`src/logic/switch_pkg.sv`:
```
`default_nettype none

package switch_pkg;

    // port side
    localparam int NUM_PORTS = 4;
    localparam int PORT_W = 2;
    localparam int DATA_W = 16;

    // shared paged buffer
    localparam int PAGE_WORDS = 8;
    localparam int OFFS_W = 3;
    localparam int NUM_PAGES = 64;
    localparam int PAGE_W = 6;

    // packet limits, header word included
    localparam int MAX_PKT_WORDS = 32;
    localparam int MAX_PKT_PAGES = 4;

    // ingress fifo
    localparam int FIFO_DEPTH = 64;
    localparam int FIFO_AW = 6;

    // header field positions, both fields PORT_W wide
    localparam int DEST_LSB = 0;
    localparam int SRC_LSB = 2;

    typedef logic [DATA_W-1:0] data_t;
    typedef logic [PORT_W-1:0] port_t;
    typedef logic [PAGE_W-1:0] page_t;
    typedef logic [OFFS_W-1:0] offs_t;

    // one extra bit so a full pool or a full fifo can be counted
    typedef logic [PAGE_W:0] page_cnt_t;
    typedef logic [FIFO_AW:0] fifo_cnt_t;

    // next doubles as the link to the following packet in a queue
    typedef struct packed {
        page_t next;
        logic  last;
        offs_t last_offs;
    } page_info_t;

endpackage

`default_nettype wire

```
`src/logic/pkt_stream_if.sv`:
```
`timescale 1ns/100ps
`default_nettype none

interface pkt_stream_if import switch_pkg::*; ();

    logic  vld;
    logic  sop;
    logic  eop;
    data_t data;
    logic  avail;
    logic  grant;

    // source owns the packet words, sink hands out the grant
    modport src (
        output vld,
        output sop,
        output eop,
        output data,
        output avail,
        input  grant
    );

    modport sink (
        input  vld,
        input  sop,
        input  eop,
        input  data,
        input  avail,
        output grant
    );

endinterface

`default_nettype wire

```
`src/logic/ingress_port.sv`:
```
`timescale 1ns/100ps
`default_nettype none

module ingress_port import switch_pkg::*; (
    input  logic  clk,
    input  logic  reset,
    input  logic  wr_sop,
    input  logic  wr_eop,
    input  logic  wr_vld,
    input  data_t wr_data,
    output logic  full,
    output logic  almost_full,
    pkt_stream_if.src out
);

    // each entry keeps its framing flags next to the word
    logic [DATA_W+1:0] mem [FIFO_DEPTH];

    logic [FIFO_AW-1:0] wr_ptr;
    logic [FIFO_AW-1:0] rd_ptr;
    fifo_cnt_t          count;
    fifo_cnt_t          count_next;
    fifo_cnt_t          pkt_cnt;
    logic               push;
    logic               pop;

    assign push = wr_vld & ~full;

    // only complete packets are offered, so a granted stream has no gaps
    assign out.avail = (pkt_cnt != '0);
    assign pop = out.grant & out.avail;
    assign out.vld = pop;
    assign {out.sop, out.eop, out.data} = mem[rd_ptr];

    assign count_next = count + fifo_cnt_t'(push) - fifo_cnt_t'(pop);

    always_ff @(posedge clk) begin
        if (push) begin
            mem[wr_ptr] <= {wr_sop, wr_eop, wr_data};
        end
    end

    always_ff @(posedge clk) begin
        if (reset) begin
            wr_ptr      <= '0;
            rd_ptr      <= '0;
            count       <= '0;
            pkt_cnt     <= '0;
            full        <= 1'b0;
            almost_full <= 1'b0;
        end else begin
            if (push) begin
                wr_ptr <= wr_ptr + 1'b1;
            end
            if (pop) begin
                rd_ptr <= rd_ptr + 1'b1;
            end
            count <= count_next;
            // a packet counts once its eop word is stored
            pkt_cnt <= pkt_cnt + fifo_cnt_t'(push & wr_eop) - fifo_cnt_t'(pop & out.eop);
            full <= (count_next == fifo_cnt_t'(FIFO_DEPTH));
            // no room left for a longest packet
            almost_full <= (fifo_cnt_t'(FIFO_DEPTH) - count_next) < fifo_cnt_t'(MAX_PKT_WORDS);
        end
    end

endmodule

`default_nettype wire

```
`src/flat_wrapper.sv`:
```
// flat-port wrapper written by rule: the top's interface ports become plain ports
module ingress_port_flat import switch_pkg::*;
  (clk, reset, wr_sop, wr_eop, wr_vld, wr_data, full, almost_full, out_vld, out_sop, out_eop, out_data, out_avail, out_grant);
  pkt_stream_if out_i ();
  input  logic clk;
  input  logic reset;
  input  logic wr_sop;
  input  logic wr_eop;
  input  logic wr_vld;
  input  data_t wr_data;
  output logic full;
  output logic almost_full;
  output wire logic [$bits(out_i.vld)-1:0] out_vld;
  output wire logic [$bits(out_i.sop)-1:0] out_sop;
  output wire logic [$bits(out_i.eop)-1:0] out_eop;
  output wire logic [$bits(out_i.data)-1:0] out_data;
  output wire logic [$bits(out_i.avail)-1:0] out_avail;
  input wire logic [$bits(out_i.grant)-1:0] out_grant;
  assign out_vld = out_i.vld;
  assign out_sop = out_i.sop;
  assign out_eop = out_i.eop;
  assign out_data = out_i.data;
  assign out_avail = out_i.avail;
  assign out_i.grant = out_grant;
  ingress_port u_core (.clk(clk), .reset(reset), .wr_sop(wr_sop), .wr_eop(wr_eop), .wr_vld(wr_vld), .wr_data(wr_data), .full(full), .almost_full(almost_full), .out(out_i));
endmodule
```
`config.mk`:
```
export PLATFORM = sky130hd
export DESIGN_NAME = ingress_port_flat
export DESIGN_NICKNAME = d
export VERILOG_FILES = /design/src/logic/switch_pkg.sv /design/src/logic/pkt_stream_if.sv /design/src/logic/ingress_port.sv /design/src/flat_wrapper.sv
export SDC_FILE = /design/constraint.sdc
export NUM_CORES = 1
export LEC_CHECK = 0
export ABC_CLOCK_PERIOD_IN_PS = 4700
export BUFFER_PORTS_ARGS = -buffer_cell sky130_fd_sc_hd__clkbuf_2
export CORE_MARGIN = 2
export CORE_UTILIZATION = 32
export DETAILED_ROUTE_END_ITERATION = 7
export PLACE_DENSITY = 0.46
export SLEW_MARGIN = 20
export SYNTH_ARGS = -nofsm -noshare
export SYNTH_HDL_FRONTEND = slang
export SYNTH_SLANG_ARGS = --single-unit
```
`constraint.sdc`:
```
create_clock -name clk -period 4.7 [get_ports clk]
set_input_delay 0.235 -clock clk [delete_from_list [all_inputs] [get_ports clk]]
set_output_delay 0.235 -clock clk [all_outputs]
set_load 0.01 [all_outputs]
```
==> flow_summary.yaml <==
status:
  status: "completed"
timing:
  slew_violations: 0
  period_needed_ns: 4.51
  fin_crit_sh_pct: 96.0
  setup_viol: 0
  hold_viol: 0
  max_freq_mhz: 222
  tightestPinTransition_ns: 1.11
  setup_tns_ns: 0
  clock_skew_ns: 0.0211
  rsz0062_at_grt: "false"
  maxSlewHeadroom_pct: 26.2
power:
  swShare_pct: 24.9
  vdd_drop_max_mv: 0.344
  combPwrFrac_pct: 16.5
  internal_power_mw: 19.4
  p_switching_mw: 6.45
  p_per_area_mw_per_mm2: 490
  leakage_nw: 16.1
  clkPwrFrac_pct: 37.9
  seqPwrFrac_pct: 45.6
clocking:
  root_buffer: "clkbuf_16"
  clkSlewWorstSetupHoldPaths_ns: 0.06
  cts_max_level: 4
  cts_buffers: 131
  cts_post_setup_buffers_inserted: 0
  cts.sinks: 1186
  postCtsHoldBufs: 0
  clockBufferDepth: 3
  clk_latency_ns: 0.74
  cts_tree: "done"
detailed_routing:
  detailedRoute.firstPassIterationCount: 7
  wl_per_cell_um: 29.1
  first_iter_violations: 2250
  totalWireLength_um: 122000
  num_vias: 21500
  final_antenna_net_count: 0
  drc: 0
  routed_via_density: 5.11
synthesis:
  yosys_register_bits: 1186
  synth_largest_area_cell: "edfxtp_1"
  async_reset_ff_share_pct: 0
  syn_nets: 2100
  ys_types: 49
  yosysMostFrequentCell: "edfxtp_1"
  synth_warnings: 0
  synthCells: 2058
  synth-edff-count: 1152
  synth_area_leaders: "edfxtp_1 (76%), mux4_2 (15%), dfxtp_1 (1.5%), nor2_1 (1.0%), ha_1 (0.49%)"
  synth_top_cell_area_share_pct: 76.0
  synthTopCellsByCount: "edfxtp_1 (1152), mux4_2 (311), nor2_1 (121), clkbuf_1 (48), buf_2 (40)"
  ys.flop_type: "edfxtp_1"
  syn_area_mm2: 0.0455
  avgSynthCellArea_um2: 22.1
  yosysSeqAreaShare_pct: 77.5
global_route:
  use_met3_pct: 3.38
  grt_antenna_before_repair: 3
  gr-total-overflow: 0
  grt_util_met1_pct: 22.8
  grt_pass1_wl_um: 173000
  grt_use_total_pct: 16.9
  grt_pass1_vias: 22300
  busiest_layer: "met2"
  met2_usage_pct: 27.5
  grt_max_degree: 105
final_layout:
  drive_gt1_share_pct: 30.6
  syn_to_final_growth_pct: 16.1
  design_area_mm2: 0.0528
  fin_nets: 2269
placed_design:
  detailed_place.area_mm2: 0.0487
  gp_congestion: 0.768
  place.port_buffers: 43
  dp_hpwl_um: 69000
critical_path:
  reg2reg_setup_slack_ns: 0.47
  worstSetupEndpointType: "output port"
  arrival_ns: 4.28
  crit_path_start_kind: "flip-flop"
  r2r_end: "u_core.pkt_cnt[6]"
  worst-r2r-cell-count: 16
  path_max_fanout: 45
  criticalPathCategory: "reg2out"
  worst_ep_required_time_ns: 4.47
min_path:
  worstHoldStart: "reset"
  hold_end: "u_core.pkt_cnt[1]"
  hold_class: "in2reg"
  holdPathStages: 2
floorplan:
  core_region_area_mm2: 0.141
  pin_count: 44
  die_area_mm2: 0.145
  die_h_um: 381
  num_rows: 138
  start_util_pct: 32.2
  die_w_um: 381
job:
  drv_cap: 0
[placed cells by master (no fill, tap or decap), types with 11 or more instances in the layout]
cell type / synthesis / final
mux4_2: 311 / 311
o22ai_1: 26 / 26
a221oi_1: 18 / 18
nor2b_1: 19 / 18
nor2_4: 0 / 23
dfxtp_1: 34 / 30
clkbuf_2: 0 / 43
a22oi_1: 16 / 16
a22o_1: 11 / 11
nor2_1: 121 / 61
nand2_1: 23 / 23
xor2_1: 12 / 12
ha_1: 18 / 18
clkinv_1: 0 / 26
clkinv_2: 0 / 24
edfxtp_1: 1152 / 1152
or3_1: 12 / 12
clkbuf_1: 48 / 20
nor2_2: 0 / 37
o221ai_1: 13 / 13
clkbuf_16: 0 / 136
buf_4: 9 / 95
inv_1: 21 / 21
nand2b_1: 17 / 17
o21ai_0: 26 / 25
a21oi_1: 17 / 17
mux2i_1: 11 / 11
[through the flow]
| step | hold WS [ns] | worst slack [ns] | total power, mW | utilization, % | cells |
|---|---|---|---|---|---|
| 2_1_floorplan | 0.334 | 0.814 | 14.9 | - | 2058 |
| 3_3_place_gp | 0.525 | 0.341 | 16.2 | 34.4 | 3981 |
| 3_5_place_dp | 0.509 | 0.439 | 16.3 | 34.4 | 3981 |
| 4_1_cts | 0.0721 | 0.0308 | 26.2 | 37.4 | 4207 |
| 5_1_grt | 0.144 | 0.00685 | 26.9 | 37.4 | 4208 |
| 6_report | 0.121 | 0.187 | 25.9 | 37.4 | 4209 |
[cells by family after synthesis]
| group | synth area share [%] |
|---|---|
| multiplexers | 15.7 |
| AO/OA/AOI/OAI | 2.24 |
| adder cells (fa/ha/maj) | 0.583 |
| buffers and inverters | 1.31 |
| XOR/XNOR | 0.327 |
| AND/OR/NAND/NOR | 2.41 |
| flip-flops | 77.5 |
[final cells by class]
class / count / area, um^2
antenna: 1 / 2.50
clock buffer: 156 / 3470
clock inverter: 68 / 569
fill: 12700 / 88600
inverter: 21 / 78.8
multi-input combinational: 741 / 9940
sequential: 1186 / 35300
tap: 1890 / 2360
timing repair buffer: 146 / 1140
[sequential cells by signal, indices dropped and copies added, names as in the netlist, named ones only]
signal and flops:
u_core.almost_full 1, u_core.count 7, u_core.full 1, u_core.mem 1152, u_core.pkt_cnt 7, u_core.rd_ptr 6
u_core.wr_ptr 6
[power groups by stage]
stage	sequential [mW]	clock, mW	combinational [mW]
floorplan	12.0	0	2.90
global placement	12.0	0	4.22
global route	11.8	10.4	4.64
detailed placement	12.0	0	4.27
CTS	11.8	10.0	4.38
finish	11.8	9.80	4.28
[how the worst max path moves through the flow]
stage	slack, ns	to	start
floorplan	0.81	u_core.pkt_cnt[6]	flip-flop
global placement	0.34	u_core.pkt_cnt[6]	flip-flop
detailed placement	0.44	u_core.pkt_cnt[6]	flip-flop
CTS	0.03	out_data[4]	flip-flop
global route	0.007	out_data[15]	flip-flop
finish	0.19	out_data[7]	flip-flop
[critical path: stages, from the launching register on]
cell	delay, ns
dfxtp_4	0.44
buf_4	0.34
buf_16	0.38
mux4_2	0.56
nor2b_1	0.15
a211oi_1	0.60
nor2_1	0.12
nor2_1	0.43
o221ai_1	0.26
clkbuf_2	0.19
[per-layer routing]
layer / part of all wire [%] / vias up
met5: 0.011 / -
met1: 42 / 11700
met2: 49 / 636
li1: - / 9007
met3: 6.1 / 158
met4: 2.7 / 2
[timing repair]
action                                 4_1_cts  5_1_grt
gates cloned                                 2        1
setup endpoints to repair                   13        1
endpoints found under the hold margin        0        0
resized for setup                            5        0
Note: power is estimated with default switching activity, not from simulation.
