--- config.mk ---
export PLATFORM = sky130hd
export DESIGN_NAME = egress_reader_flat
export DESIGN_NICKNAME = d
export VERILOG_FILES = /design/src/logic/switch_pkg.sv /design/src/logic/buf_rd_if.sv /design/src/logic/egress_reader.sv /design/src/flat_wrapper.sv
export SDC_FILE = /design/constraint.sdc
export NUM_CORES = 1
export LEC_CHECK = 0
export ABC_AREA = 1
export BUFFER_PORTS_ARGS = -buffer_cell sky130_fd_sc_hd__buf_2
export CAP_MARGIN = 10
export CORE_ASPECT_RATIO = 0.9
export CORE_MARGIN = 2
export CORE_UTILIZATION = 39
export CTS_BUF_LIST = sky130_fd_sc_hd__clkbuf_8
export CTS_CLUSTER_SIZE = 28
export DETAILED_ROUTE_END_ITERATION = 6
export HOLD_SLACK_MARGIN = 0.03
export PLACE_DENSITY_LB_ADDON = 0.2
export SETUP_SLACK_MARGIN = 0.4
export SYNTH_ARGS = -nofsm -noshare
export SYNTH_HDL_FRONTEND = slang
export SYNTH_SLANG_ARGS = --single-unit
export TNS_END_PERCENT = 10
--- constraint.sdc ---
create_clock -name clk -period 1.6 [get_ports clk]
set_input_delay 0.32 -clock clk [delete_from_list [all_inputs] [get_ports clk]]
set_output_delay 0.32 -clock clk [all_outputs]
set_load 0.02 [all_outputs]
--- src/logic/switch_pkg.sv ---
`default_nettype none

package switch_pkg;

    // port side
    localparam int NUM_PORTS = 4;
    localparam int PORT_W = 2;
    localparam int DATA_W = 16;

    // shared paged buffer
    localparam int PAGE_WORDS = 8;
    localparam int OFFS_W = 3;
    localparam int NUM_PAGES = 64;
    localparam int PAGE_W = 6;

    // packet limits, header word included
    localparam int MAX_PKT_WORDS = 32;
    localparam int MAX_PKT_PAGES = 4;

    // ingress fifo
    localparam int FIFO_DEPTH = 64;
    localparam int FIFO_AW = 6;

    // header field positions, both fields PORT_W wide
    localparam int DEST_LSB = 0;
    localparam int SRC_LSB = 2;

    typedef logic [DATA_W-1:0] data_t;
    typedef logic [PORT_W-1:0] port_t;
    typedef logic [PAGE_W-1:0] page_t;
    typedef logic [OFFS_W-1:0] offs_t;

    // one extra bit so a full pool or a full fifo can be counted
    typedef logic [PAGE_W:0] page_cnt_t;
    typedef logic [FIFO_AW:0] fifo_cnt_t;

    // next doubles as the link to the following packet in a queue
    typedef struct packed {
        page_t next;
        logic  last;
        offs_t last_offs;
    } page_info_t;

endpackage

`default_nettype wire

--- src/logic/buf_rd_if.sv ---
`timescale 1ns/100ps
`default_nettype none

interface buf_rd_if import switch_pkg::*; ();

    // queue state and read data from the buffer
    logic [NUM_PORTS-1:0] q_nonempty;
    page_t                head_page [NUM_PORTS];
    page_info_t           info;
    data_t                rd_data;

    // read requests from the egress side
    logic  rd_en;
    page_t rd_page;
    offs_t rd_offs;
    logic  page_release;
    logic  pop;
    port_t pop_port;

    modport buffer (
        output q_nonempty,
        output head_page,
        output info,
        output rd_data,
        input  rd_en,
        input  rd_page,
        input  rd_offs,
        input  page_release,
        input  pop,
        input  pop_port
    );

    modport reader (
        input  q_nonempty,
        input  head_page,
        input  info,
        input  rd_data,
        output rd_en,
        output rd_page,
        output rd_offs,
        output page_release,
        output pop,
        output pop_port
    );

endinterface

`default_nettype wire

--- src/logic/egress_reader.sv ---
`timescale 1ns/100ps
`default_nettype none

module egress_reader import switch_pkg::*; (
    input  logic                 clk,
    input  logic                 reset,
    input  logic [NUM_PORTS-1:0] ready,
    output logic [NUM_PORTS-1:0] rd_sop,
    output logic [NUM_PORTS-1:0] rd_eop,
    output logic [NUM_PORTS-1:0] rd_vld,
    output data_t [NUM_PORTS-1:0] rd_data,
    buf_rd_if.reader buf_rd
);

    logic  busy;
    logic  first;
    port_t cur_port;
    port_t rr_ptr;
    page_t cur_page;
    offs_t cur_offs;
    port_t pick;
    logic  pick_vld;
    logic  issue;
    logic  last_word;
    logic  page_end;

    always_comb begin
        pick = rr_ptr;
        pick_vld = 1'b0;
        for (int i = NUM_PORTS; i >= 1; i--) begin
            if (buf_rd.q_nonempty[rr_ptr + port_t'(i)]) begin
                pick = rr_ptr + port_t'(i);
                pick_vld = 1'b1;
            end
        end
    end

    // one word per cycle while the current output is ready
    assign issue = busy & ready[cur_port];
    assign last_word = buf_rd.info.last & (cur_offs == buf_rd.info.last_offs);
    assign page_end = last_word | (cur_offs == offs_t'(PAGE_WORDS - 1));

    assign buf_rd.rd_en = issue;
    assign buf_rd.rd_page = cur_page;
    assign buf_rd.rd_offs = cur_offs;
    assign buf_rd.page_release = issue & page_end;
    assign buf_rd.pop = issue & last_word;
    assign buf_rd.pop_port = cur_port;

    // buffer data lines up with the registered valid
    always_comb begin
        for (int p = 0; p < NUM_PORTS; p++) begin
            rd_data[p] = rd_vld[p] ? buf_rd.rd_data : '0;
        end
    end

    always_ff @(posedge clk) begin
        if (!busy) begin
            cur_page <= buf_rd.head_page[pick];
            cur_offs <= '0;
        end else if (issue) begin
            if (page_end) begin
                cur_page <= buf_rd.info.next;
                cur_offs <= '0;
            end else begin
                cur_offs <= cur_offs + offs_t'(1);
            end
        end
    end

    always_ff @(posedge clk) begin
        if (reset) begin
            busy     <= 1'b0;
            first    <= 1'b0;
            cur_port <= '0;
            rr_ptr   <= '0;
            rd_vld   <= '0;
            rd_sop   <= '0;
            rd_eop   <= '0;
        end else begin
            rd_vld <= '0;
            rd_sop <= '0;
            rd_eop <= '0;
            if (!busy) begin
                if (pick_vld) begin
                    busy     <= 1'b1;
                    first    <= 1'b1;
                    cur_port <= pick;
                end
            end else if (issue) begin
                rd_vld[cur_port] <= 1'b1;
                rd_sop[cur_port] <= first;
                rd_eop[cur_port] <= last_word;
                first <= 1'b0;
                // packet done, next search starts after this port
                if (last_word) begin
                    busy   <= 1'b0;
                    rr_ptr <= cur_port;
                end
            end
        end
    end

endmodule

`default_nettype wire

--- src/flat_wrapper.sv ---
// flat-port wrapper written by rule: the top's interface ports become plain ports
module egress_reader_flat import switch_pkg::*;
  (clk, reset, ready, rd_sop, rd_eop, rd_vld, rd_data, buf_rd_q_nonempty, buf_rd_head_page, buf_rd_info, buf_rd_rd_data, buf_rd_rd_en, buf_rd_rd_page, buf_rd_rd_offs, buf_rd_page_release, buf_rd_pop, buf_rd_pop_port);
  buf_rd_if buf_rd_i ();
  input  logic clk;
  input  logic reset;
  input  logic [NUM_PORTS-1:0] ready;
  output logic [NUM_PORTS-1:0] rd_sop;
  output logic [NUM_PORTS-1:0] rd_eop;
  output logic [NUM_PORTS-1:0] rd_vld;
  output data_t [NUM_PORTS-1:0] rd_data;
  input wire logic [$bits(buf_rd_i.q_nonempty)-1:0] buf_rd_q_nonempty;
  input wire logic [$bits(buf_rd_i.head_page)-1:0] buf_rd_head_page;
  input wire logic [$bits(buf_rd_i.info)-1:0] buf_rd_info;
  input wire logic [$bits(buf_rd_i.rd_data)-1:0] buf_rd_rd_data;
  output wire logic [$bits(buf_rd_i.rd_en)-1:0] buf_rd_rd_en;
  output wire logic [$bits(buf_rd_i.rd_page)-1:0] buf_rd_rd_page;
  output wire logic [$bits(buf_rd_i.rd_offs)-1:0] buf_rd_rd_offs;
  output wire logic [$bits(buf_rd_i.page_release)-1:0] buf_rd_page_release;
  output wire logic [$bits(buf_rd_i.pop)-1:0] buf_rd_pop;
  output wire logic [$bits(buf_rd_i.pop_port)-1:0] buf_rd_pop_port;
  assign buf_rd_i.q_nonempty = buf_rd_q_nonempty;
  assign buf_rd_i.head_page = {>>{buf_rd_head_page}};
  assign buf_rd_i.info = buf_rd_info;
  assign buf_rd_i.rd_data = buf_rd_rd_data;
  assign buf_rd_rd_en = buf_rd_i.rd_en;
  assign buf_rd_rd_page = buf_rd_i.rd_page;
  assign buf_rd_rd_offs = buf_rd_i.rd_offs;
  assign buf_rd_page_release = buf_rd_i.page_release;
  assign buf_rd_pop = buf_rd_i.pop;
  assign buf_rd_pop_port = buf_rd_i.pop_port;
  egress_reader u_core (.clk(clk), .reset(reset), .ready(ready), .rd_sop(rd_sop), .rd_eop(rd_eop), .rd_vld(rd_vld), .rd_data(rd_data), .buf_rd(buf_rd_i));
endmodule
==> results of run 1 <==
worst max path at each step:
stage                                    from                       end  slack [ps]
detailed placement           u_core.rr_ptr[0]  u_core.buf_rd.rd_page[4]        -160
finish                       u_core.rr_ptr[0]  u_core.buf_rd.rd_page[2]        -240
global placement             u_core.rr_ptr[0]  u_core.buf_rd.rd_page[2]        -140
floorplan           u_core.buf_rd.pop_port[1]       buf_rd_page_release          30
CTS                  u_core.buf_rd.rd_offs[0]                buf_rd_pop        -210
global route                 u_core.rr_ptr[0]  u_core.buf_rd.rd_page[5]        -320
flip-flops by register name, summed over array words and instances, names as in the netlist:
name / count
u_core.buf_rd.rd_page: 6
u_core.rd_eop: 4
u_core.rd_sop: 4
u_core.rd_vld: 4
u_core.buf_rd.rd_offs: 3
u_core.buf_rd.pop_port: 2
u_core.rr_ptr: 2
u_core.busy: 1
u_core.first: 1
what timing repair did:
action                                  CTS  global route
cloned                                    3             0
pin swaps                               101            84
gates resized for setup                 458            38
endpoints found under the setup margin  108           108
setup buffers                            14             5
endpoints found under the hold margin     0             0
area by class of cell:
class / count / area [um^2]
Sequential cell: 27 / 621.8
Timing Repair Buffer: 201 / 1780
Inverter: 107 / 426.7
Fill cell: 204 / 518.0
Clock buffer: 3 / 41.29
Tap cell: 70 / 87.58
Clock inverter: 1 / 8.758
Multi-Input combinational cell: 230 / 2111
cell usage in the layout, fill, tap and decap left out, types with 3 or more instances in the layout:
cell type  count
buf_6         85
nand2_4       80
buf_2         75
inv_2         65
nand2_1       40
inv_1         34
buf_4         28
nand3_2       23
nand2_2       21
nand3_4       15
dfxtp_1       10
nand3_1        8
dfxtp_2        8
inv_4          6
a21oi_1        6
buf_8          6
buf_12         6
edfxtp_1       6
nor3_2         5
nor2_4         4
inv_6          3
o21ai_2        3
o21ai_1        3
nor2_1         3
clkbuf_8       3
dfxtp_4        3
logic make-up (layout without fill, tap and decap cells):
group	count (synthesis)	after routing
fa+ha+maj	2	2
flops	27	27
buf+inv	123	312
simple gates	210	211
xor+xnor	1	1
compound gates	16	16
per-layer routing:
metal | part of all wire [%] | up-vias | wire length (um)
met3 | 8.3 | 84 | 1079
met4 | 6.3 | 0 | 826
met2 | 50 | 277 | 6471
met5 | 0 | - | 0
li1 | - | 1499 | -
met1 | 36 | 1652 | 4641
critical path: cells and delay by family, from the launching register on:
family	cells	cell delay, ps
and+or+nand+nor	11	890
DFF	1	430
buffers and inverters	2	260
power by group through the flow:
stage | Sequential, mW | Combinational [mW] | Clock (mW)
after global placement | 0.781 | 0.641 | 0
after detailed placement | 0.782 | 0.647 | 0
after CTS | 0.763 | 0.998 | 0.419
final | 0.774 | 1.17 | 0.435
after floorplan | 0.812 | 0.370 | 0
after global routing | 0.778 | 1.23 | 0.465
==> reports/qor.csv, run 1 <==
metric,value,unit
cts.reportedPaths.clkPinSlew,110,ps
slew_headroom,80.08,%
p_comb_share,49.2,%
cts_sinks,27,
cp_max_fo,6,
cap_violations,0,
met2_usage,65.69,%
timing.final.ws_setup,-243.3,ps
dp_hpwl,5484,um
fmax,542.5,MHz
ys_warn_count,0,
cp-end-kind,flop,
yosys.cell_count.top_type,nand2_1,
violations,negative setup slack,
synth_top_area_share,21.42,%
final_area,5077,um^2
power,2.381,mW
grt_first_pass_wirelength,17530,um
ant_nets,0,
dieArea,6329,um^2
cts.path.max_buffers,2,
tightest_slew,298.9,ps
synthMuxAreaShare,0,%
syn_to_final_growth,128.1,%
rr_worst_depth,13,
clock_latency,290,ps
r2r_end,u_core.buf_rd.rd_page[2],
final_cells,639,
boundaryPins,150,
syn_avg_cell_area,5.873,um^2
dp_cells,613,
numPortBuffers,149,
drc,0,
use_met3,6.067,%
finalNetCount,632,
synth_top_area_cell,nand2_1,
crit_type,reg -> reg,
synth_ff_type,dfxtp_1,
synth_fp_nets,441,
antenna_found_initial,0,
synth_top_family_by_area,simple AND/OR/NAND/NOR gates,
drt_iter0_markers,293,
syn_inst,379,
hold_path.startpoint,reset,
cp.required,1650,ps
path_cells,buf_6 -> nand2_4 -> nand2_4 -> nand2_4 -> nand2_4 -> buf_6 -> nand3_4 -> nand2_4 -> nand2_2 -> nand3_2 -> nand2_2 -> nand2_2 -> nand2_2,
worstHoldPathType,in -> reg,
async_flop_share,0,%
drv_slew,0,
rrSetupSlack,-240,ps
crit_top_cell,nand2_4,
synth_edf_count,6,
first_pass_iters,5,
startpoint_type,flop,
gp_congestion,0.9253,
htreeDepth,1,
drive_gt1_share,79.26,%
cts_made_buffers,3,
synth_compound_area_share,4.441,%
synth.cells.most_frequent,"127 x nand2_1, 101 x inv_1, 37 x nand3_1",
max_stage_delay,430,ps
grt_usage,34.82,%
synthAdderAreaFrac,1.124,%
setup_viol,16,
min_period,1843,ps
tns,-2221,ps
post-route-period-util,115.2,%
die_y,75.67,um
vias,3512,
syn-cell-area,2226,um^2
worstHoldEndpoint,u_core.buf_rd.pop_port[1],
p_per_area,468.9,nW/um^2
p_clk_share,18.3,%
cts_hold_buf,0,
initial_core_util,39.78,%
top_usage_layer,met2,
overflow,0,
crit_path_top_delay_cell,dfxtp_4,
first_global_vias,3349,
hold_viol,0,
synthTopCellsByArea,"nand2_1 21%, dfxtp_1 19%, inv_1 17%, nand3_1 8.3%, edfxtp_1 8.1%",
p_sw_share,40.82,%
diodes,0,
synth_seq_cells,27,
hold_slack,250.9,ps
worstReg2RegStart,u_core.rr_ptr[0],
worstHoldPathCells,2,
intPower,1.409,mW
p_sw,971.9,uW
clock_skew,10.91,ps
coreArea,5595,um^2
seq_area_frac_synth,26.98,%
irDropWorstVdd,373.4,uV
wl_per_cell,20.37,um
cts_tree,done,
die_w,83.64,um
rows,26,
synth_simple_gate_area_share,44.35,%
status,finished with violations,
cts-root-buf,clkbuf_8,
synth_cell_type_count,27,
p_leak,3.187,nW
cp.arrival,1890,ps
routed_wl,13020,um
synth-xor-area-share,0.3935,%
utilization,90.74,%
seqPwrFrac,32.5,%
post-place-ws,-156.0,ps
viasPerCell,5.496,
gr-usage-met1,40.45,%
grt_start_max_net_pins,18,
grt_setup_unrepaired,true,
postPlaceCellArea,3241,um^2
Power figures use the tool's default switching activity.
==> inputs of run 2 (changes only) <==
--- a/config.mk
+++ b/config.mk
@@ -5,17 +5,17 @@
 export SDC_FILE = /design/constraint.sdc
 export NUM_CORES = 1
 export LEC_CHECK = 0
-export ABC_AREA = 1
 export BUFFER_PORTS_ARGS = -buffer_cell sky130_fd_sc_hd__buf_2
 export CAP_MARGIN = 10
 export CORE_ASPECT_RATIO = 0.9
 export CORE_MARGIN = 2
-export CORE_UTILIZATION = 39
+export CORE_UTILIZATION = 35
 export CTS_BUF_LIST = sky130_fd_sc_hd__clkbuf_8
-export CTS_CLUSTER_SIZE = 28
+export CTS_CLUSTER_SIZE = 25
 export DETAILED_ROUTE_END_ITERATION = 6
 export HOLD_SLACK_MARGIN = 0.03
 export PLACE_DENSITY_LB_ADDON = 0.2
+export RECOVER_POWER = 100
 export SETUP_SLACK_MARGIN = 0.4
 export SYNTH_ARGS = -nofsm -noshare
 export SYNTH_HDL_FRONTEND = slang
==> run 2 against run 1 <==
The flow still finishes with violations (negative setup slack); sequential power is essentially flat; fmax grew 1.3%; clock power shrank 5.5%; utilization shrank 14 points; critical path type is now reg -> out.
==> reports/qor.csv, run 2 <==
metric,value,unit,change
largest_register_ffs,6,,unchanged
setup_viol,19,,+3
die_y,70.80,um,-6.4%
worstReg2RegStart,u_core.rr_ptr[0],,
routed_wl,7666,um,-41%
cts.path.max_buffers,2,,unchanged
drv_slew,0,,unchanged
dieArea,5538,um^2,-12%
met2_usage,47.89,%,-18 points
drt_iter0_markers,72,,-75%
cts_made_buffers,3,,unchanged
drc,0,,unchanged
synth-xor-area-share,1.514,%,+1.1 points
synthTopCellsByArea,"dfxtp_1 24%, and2_1 23%, edfxtp_1 10%, inv_1 3.9%, mux2i_1 3.5%",,
vias,2237,,-36%
final_area,3666,um^2,-28%
cp_max_fo,5,,-1
seqPwrFrac,41.3,%,+8.8 points
viasPerCell,4.960,,-9.8%
min_period,1820,ps,-23.15 ps
synth_top_area_cell,dfxtp_1,,
yosys.cell_count.top_type,and2_1,,
synthAdderAreaFrac,1.442,%,+0.32 points
initial_core_util,36.12,%,-3.7 points
synth_compound_area_share,14.49,%,+10 points
p_comb_share,36.8,%,-12 points
p_sw_share,33.51,%,-7.3 points
grt_usage,25.71,%,-9.1 points
worstHoldPathCells,2,,unchanged
slew_headroom,74.62,%,-5.5 points
seq_area_frac_synth,34.61,%,+7.6 points
syn_to_final_growth,111.2,%,
synth_simple_gate_area_share,35.54,%,-8.8 points
antenna_found_initial,0,,unchanged
max_stage_delay,540,ps,+110 ps
grt_first_pass_wirelength,11300,um,-36%
most-common-layout-cells,"76 x buf_6, 59 x buf_2, 53 x and2_0",,
first_global_vias,2207,,-34%
p_sw,629.0,uW,-35%
cts.reportedPaths.clkPinSlew,100,ps,about the same
cap_violations,0,,unchanged
syn-cell-area,1735,um^2,-22%
synth_seq_cells,27,,unchanged
fmax,549.4,MHz,+1.3%
p_per_area,512.0,nW/um^2,+9.2%
synth_fp_nets,271,,-39%
gp_congestion,0.7909,,-15%
timing.final.ws_setup,-220.2,ps,+23.15 ps
tns,-2142,ps,+79.08 ps
crit_path_top_delay_cell,mux4_2,,
overflow,0,,unchanged
path_cells,mux4_2 -> nand2_4 -> nor2_4 -> buf_6,,
diodes,0,,unchanged
ys_warn_count,0,,unchanged
gr-usage-met1,30.00,%,-10 points
violations,negative setup slack,,
drive_gt1_share,61.66,%,-18 points
top_usage_layer,met2,,
p_leak,1.656,nW,-48%
p_clk_share,21.9,%,+3.6 points
boundaryPins,150,,unchanged
wl_per_cell,17.00,um,-17%
rows,24,,-7.7%
cp-end-kind,output pin,,
cts-root-buf,clkbuf_8,,
final_common_cell,buf_6,,
finalNetCount,449,,-29%
cts_tree,done,,
worstHoldEndpoint,u_core.rr_ptr[0],,
status,finished with violations,,
post-route-period-util,113.8,%,-1.4 points
cts_sinks,27,,unchanged
cp.required,1280,ps,-370 ps
rr_worst_depth,6,,-7
clock_latency,270,ps,-20 ps
crit_type,reg -> out,,
synth_top_area_share,24.22,%,+2.8 points
synth_top_family_by_area,simple AND/OR/NAND/NOR gates,,
irDropWorstVdd,545.0,uV,+46%
hold_viol,0,,unchanged
rrSetupSlack,-50,ps,+190 ps
numPortBuffers,149,,unchanged
grt_setup_unrepaired,true,,
ant_nets,0,,unchanged
syn_avg_cell_area,8.303,um^2,+41%
async_flop_share,0,%,unchanged
grt_start_max_net_pins,18,,unchanged
cts_hold_buf,0,,unchanged
use_met3,4.209,%,-1.9 points
startpoint_type,flop,,
coreArea,4805,um^2,-14%
utilization,76.30,%,-14 points
hold_path.startpoint,reset,,
die_w,78.23,um,-6.5%
postPlaceCellArea,2865,um^2,-12%
dp_hpwl,4502,um,-18%
clock_skew,1.944,ps,-8.961 ps
cp.arrival,1500,ps,-390 ps
first_pass_iters,4,,-1
crit_family,multiplexers,,
synth_cell_type_count,33,,+22%
worstHoldPathType,in -> reg,,
htreeDepth,1,,unchanged
synthMuxAreaShare,5.407,%,+5.4 points
synth_ff_type,dfxtp_1,,
worst-path-buf-inv,1,,-1
synth.cells.most_frequent,"64 x and2_1, 21 x dfxtp_1, 18 x inv_1",,
synth_edf_count,6,,unchanged
r2r_end,u_core.buf_rd.rd_page[4],,
tightest_slew,380.1,ps,+81.24 ps
syn_inst,209,,-45%
intPower,1.248,mW,-11%
run 2: kinds of logic (layout without fill, tap and decap cells):
family	count (synthesis)	count (layout)
buf+inv	28	205
xor+xnor	3	3
flops	27	27
fa+ha+maj	2	2
mux	8	8
compound gates	35	35
simple gates	106	106
run 2: power groups by stage:
stage | registers [mW] | logic [mW] | clock network (mW)
floorplan | 0.822 | 0.258 | 0
global placement | 0.783 | 0.525 | 0
detailed placement | 0.784 | 0.532 | 0
CTS | 0.767 | 0.654 | 0.425
global route | 0.780 | 0.733 | 0.456
finish | 0.775 | 0.691 | 0.411
run 2: through the flow:
stage	instances	setup WS, ps	power [mW]	hold slack [ps]
final	451	-220.2	1.877	314.2
after global routing	451	-268.7	1.968	307.7
after CTS	449	-231.9	1.847	315.0
after detailed placement	436	-186.1	1.316	494.0
after global placement	436	-140.6	1.308	478.8
after floorplan	209	56.17	1.079	457.0
run 2: area by class of cell:
type | instances | area [um^2]
repair buffers | 183 | 1478
multi-input cells | 154 | 1363
fillers | 375 | 1139
flip-flops and latches | 27 | 624.3
well taps | 65 | 81.33
inverters | 18 | 70.07
clock buffers | 3 | 41.29
clock inverters | 1 | 8.758
run 2: worst max path at each step:
stage                              startpoint                  endpoint  slack, ps  cells past startpoint
floorplan                buf_rd_q_nonempty[3]  u_core.buf_rd.rd_page[0]         60                      5
global placement         buf_rd_q_nonempty[1]  u_core.buf_rd.rd_page[1]       -140                      7
detailed placement       buf_rd_q_nonempty[1]  u_core.buf_rd.rd_page[1]       -190                      7
CTS                 u_core.buf_rd.pop_port[0]                buf_rd_pop       -230                      4
global route        u_core.buf_rd.pop_port[0]       buf_rd_page_release       -270                      4
finish              u_core.buf_rd.pop_port[0]       buf_rd_page_release       -220                      4
run 2: worst register-to-register path: stages, from the launching register on:
cell	delay, ps
dfxtp_4	410
nor2b_4	60
o21ai_4	130
and3_4	310
buf_6	160
mux2i_2	250
a221oi_2	90
run 2: routing by layer:
layer | share of wire (%) | vias to the layer above
li1 | - | 1065
met5 | 0 | -
met1 | 37 | 1057
met2 | 55 | 95
met3 | 5.6 | 20
met4 | 2.7 | 0
run 2: what timing repair did:
action | CTS | global route
buffers inserted | 9 | 2
pin swaps | 77 | 69
resized for setup | 246 | 31
endpoints found under the setup margin | 106 | 108
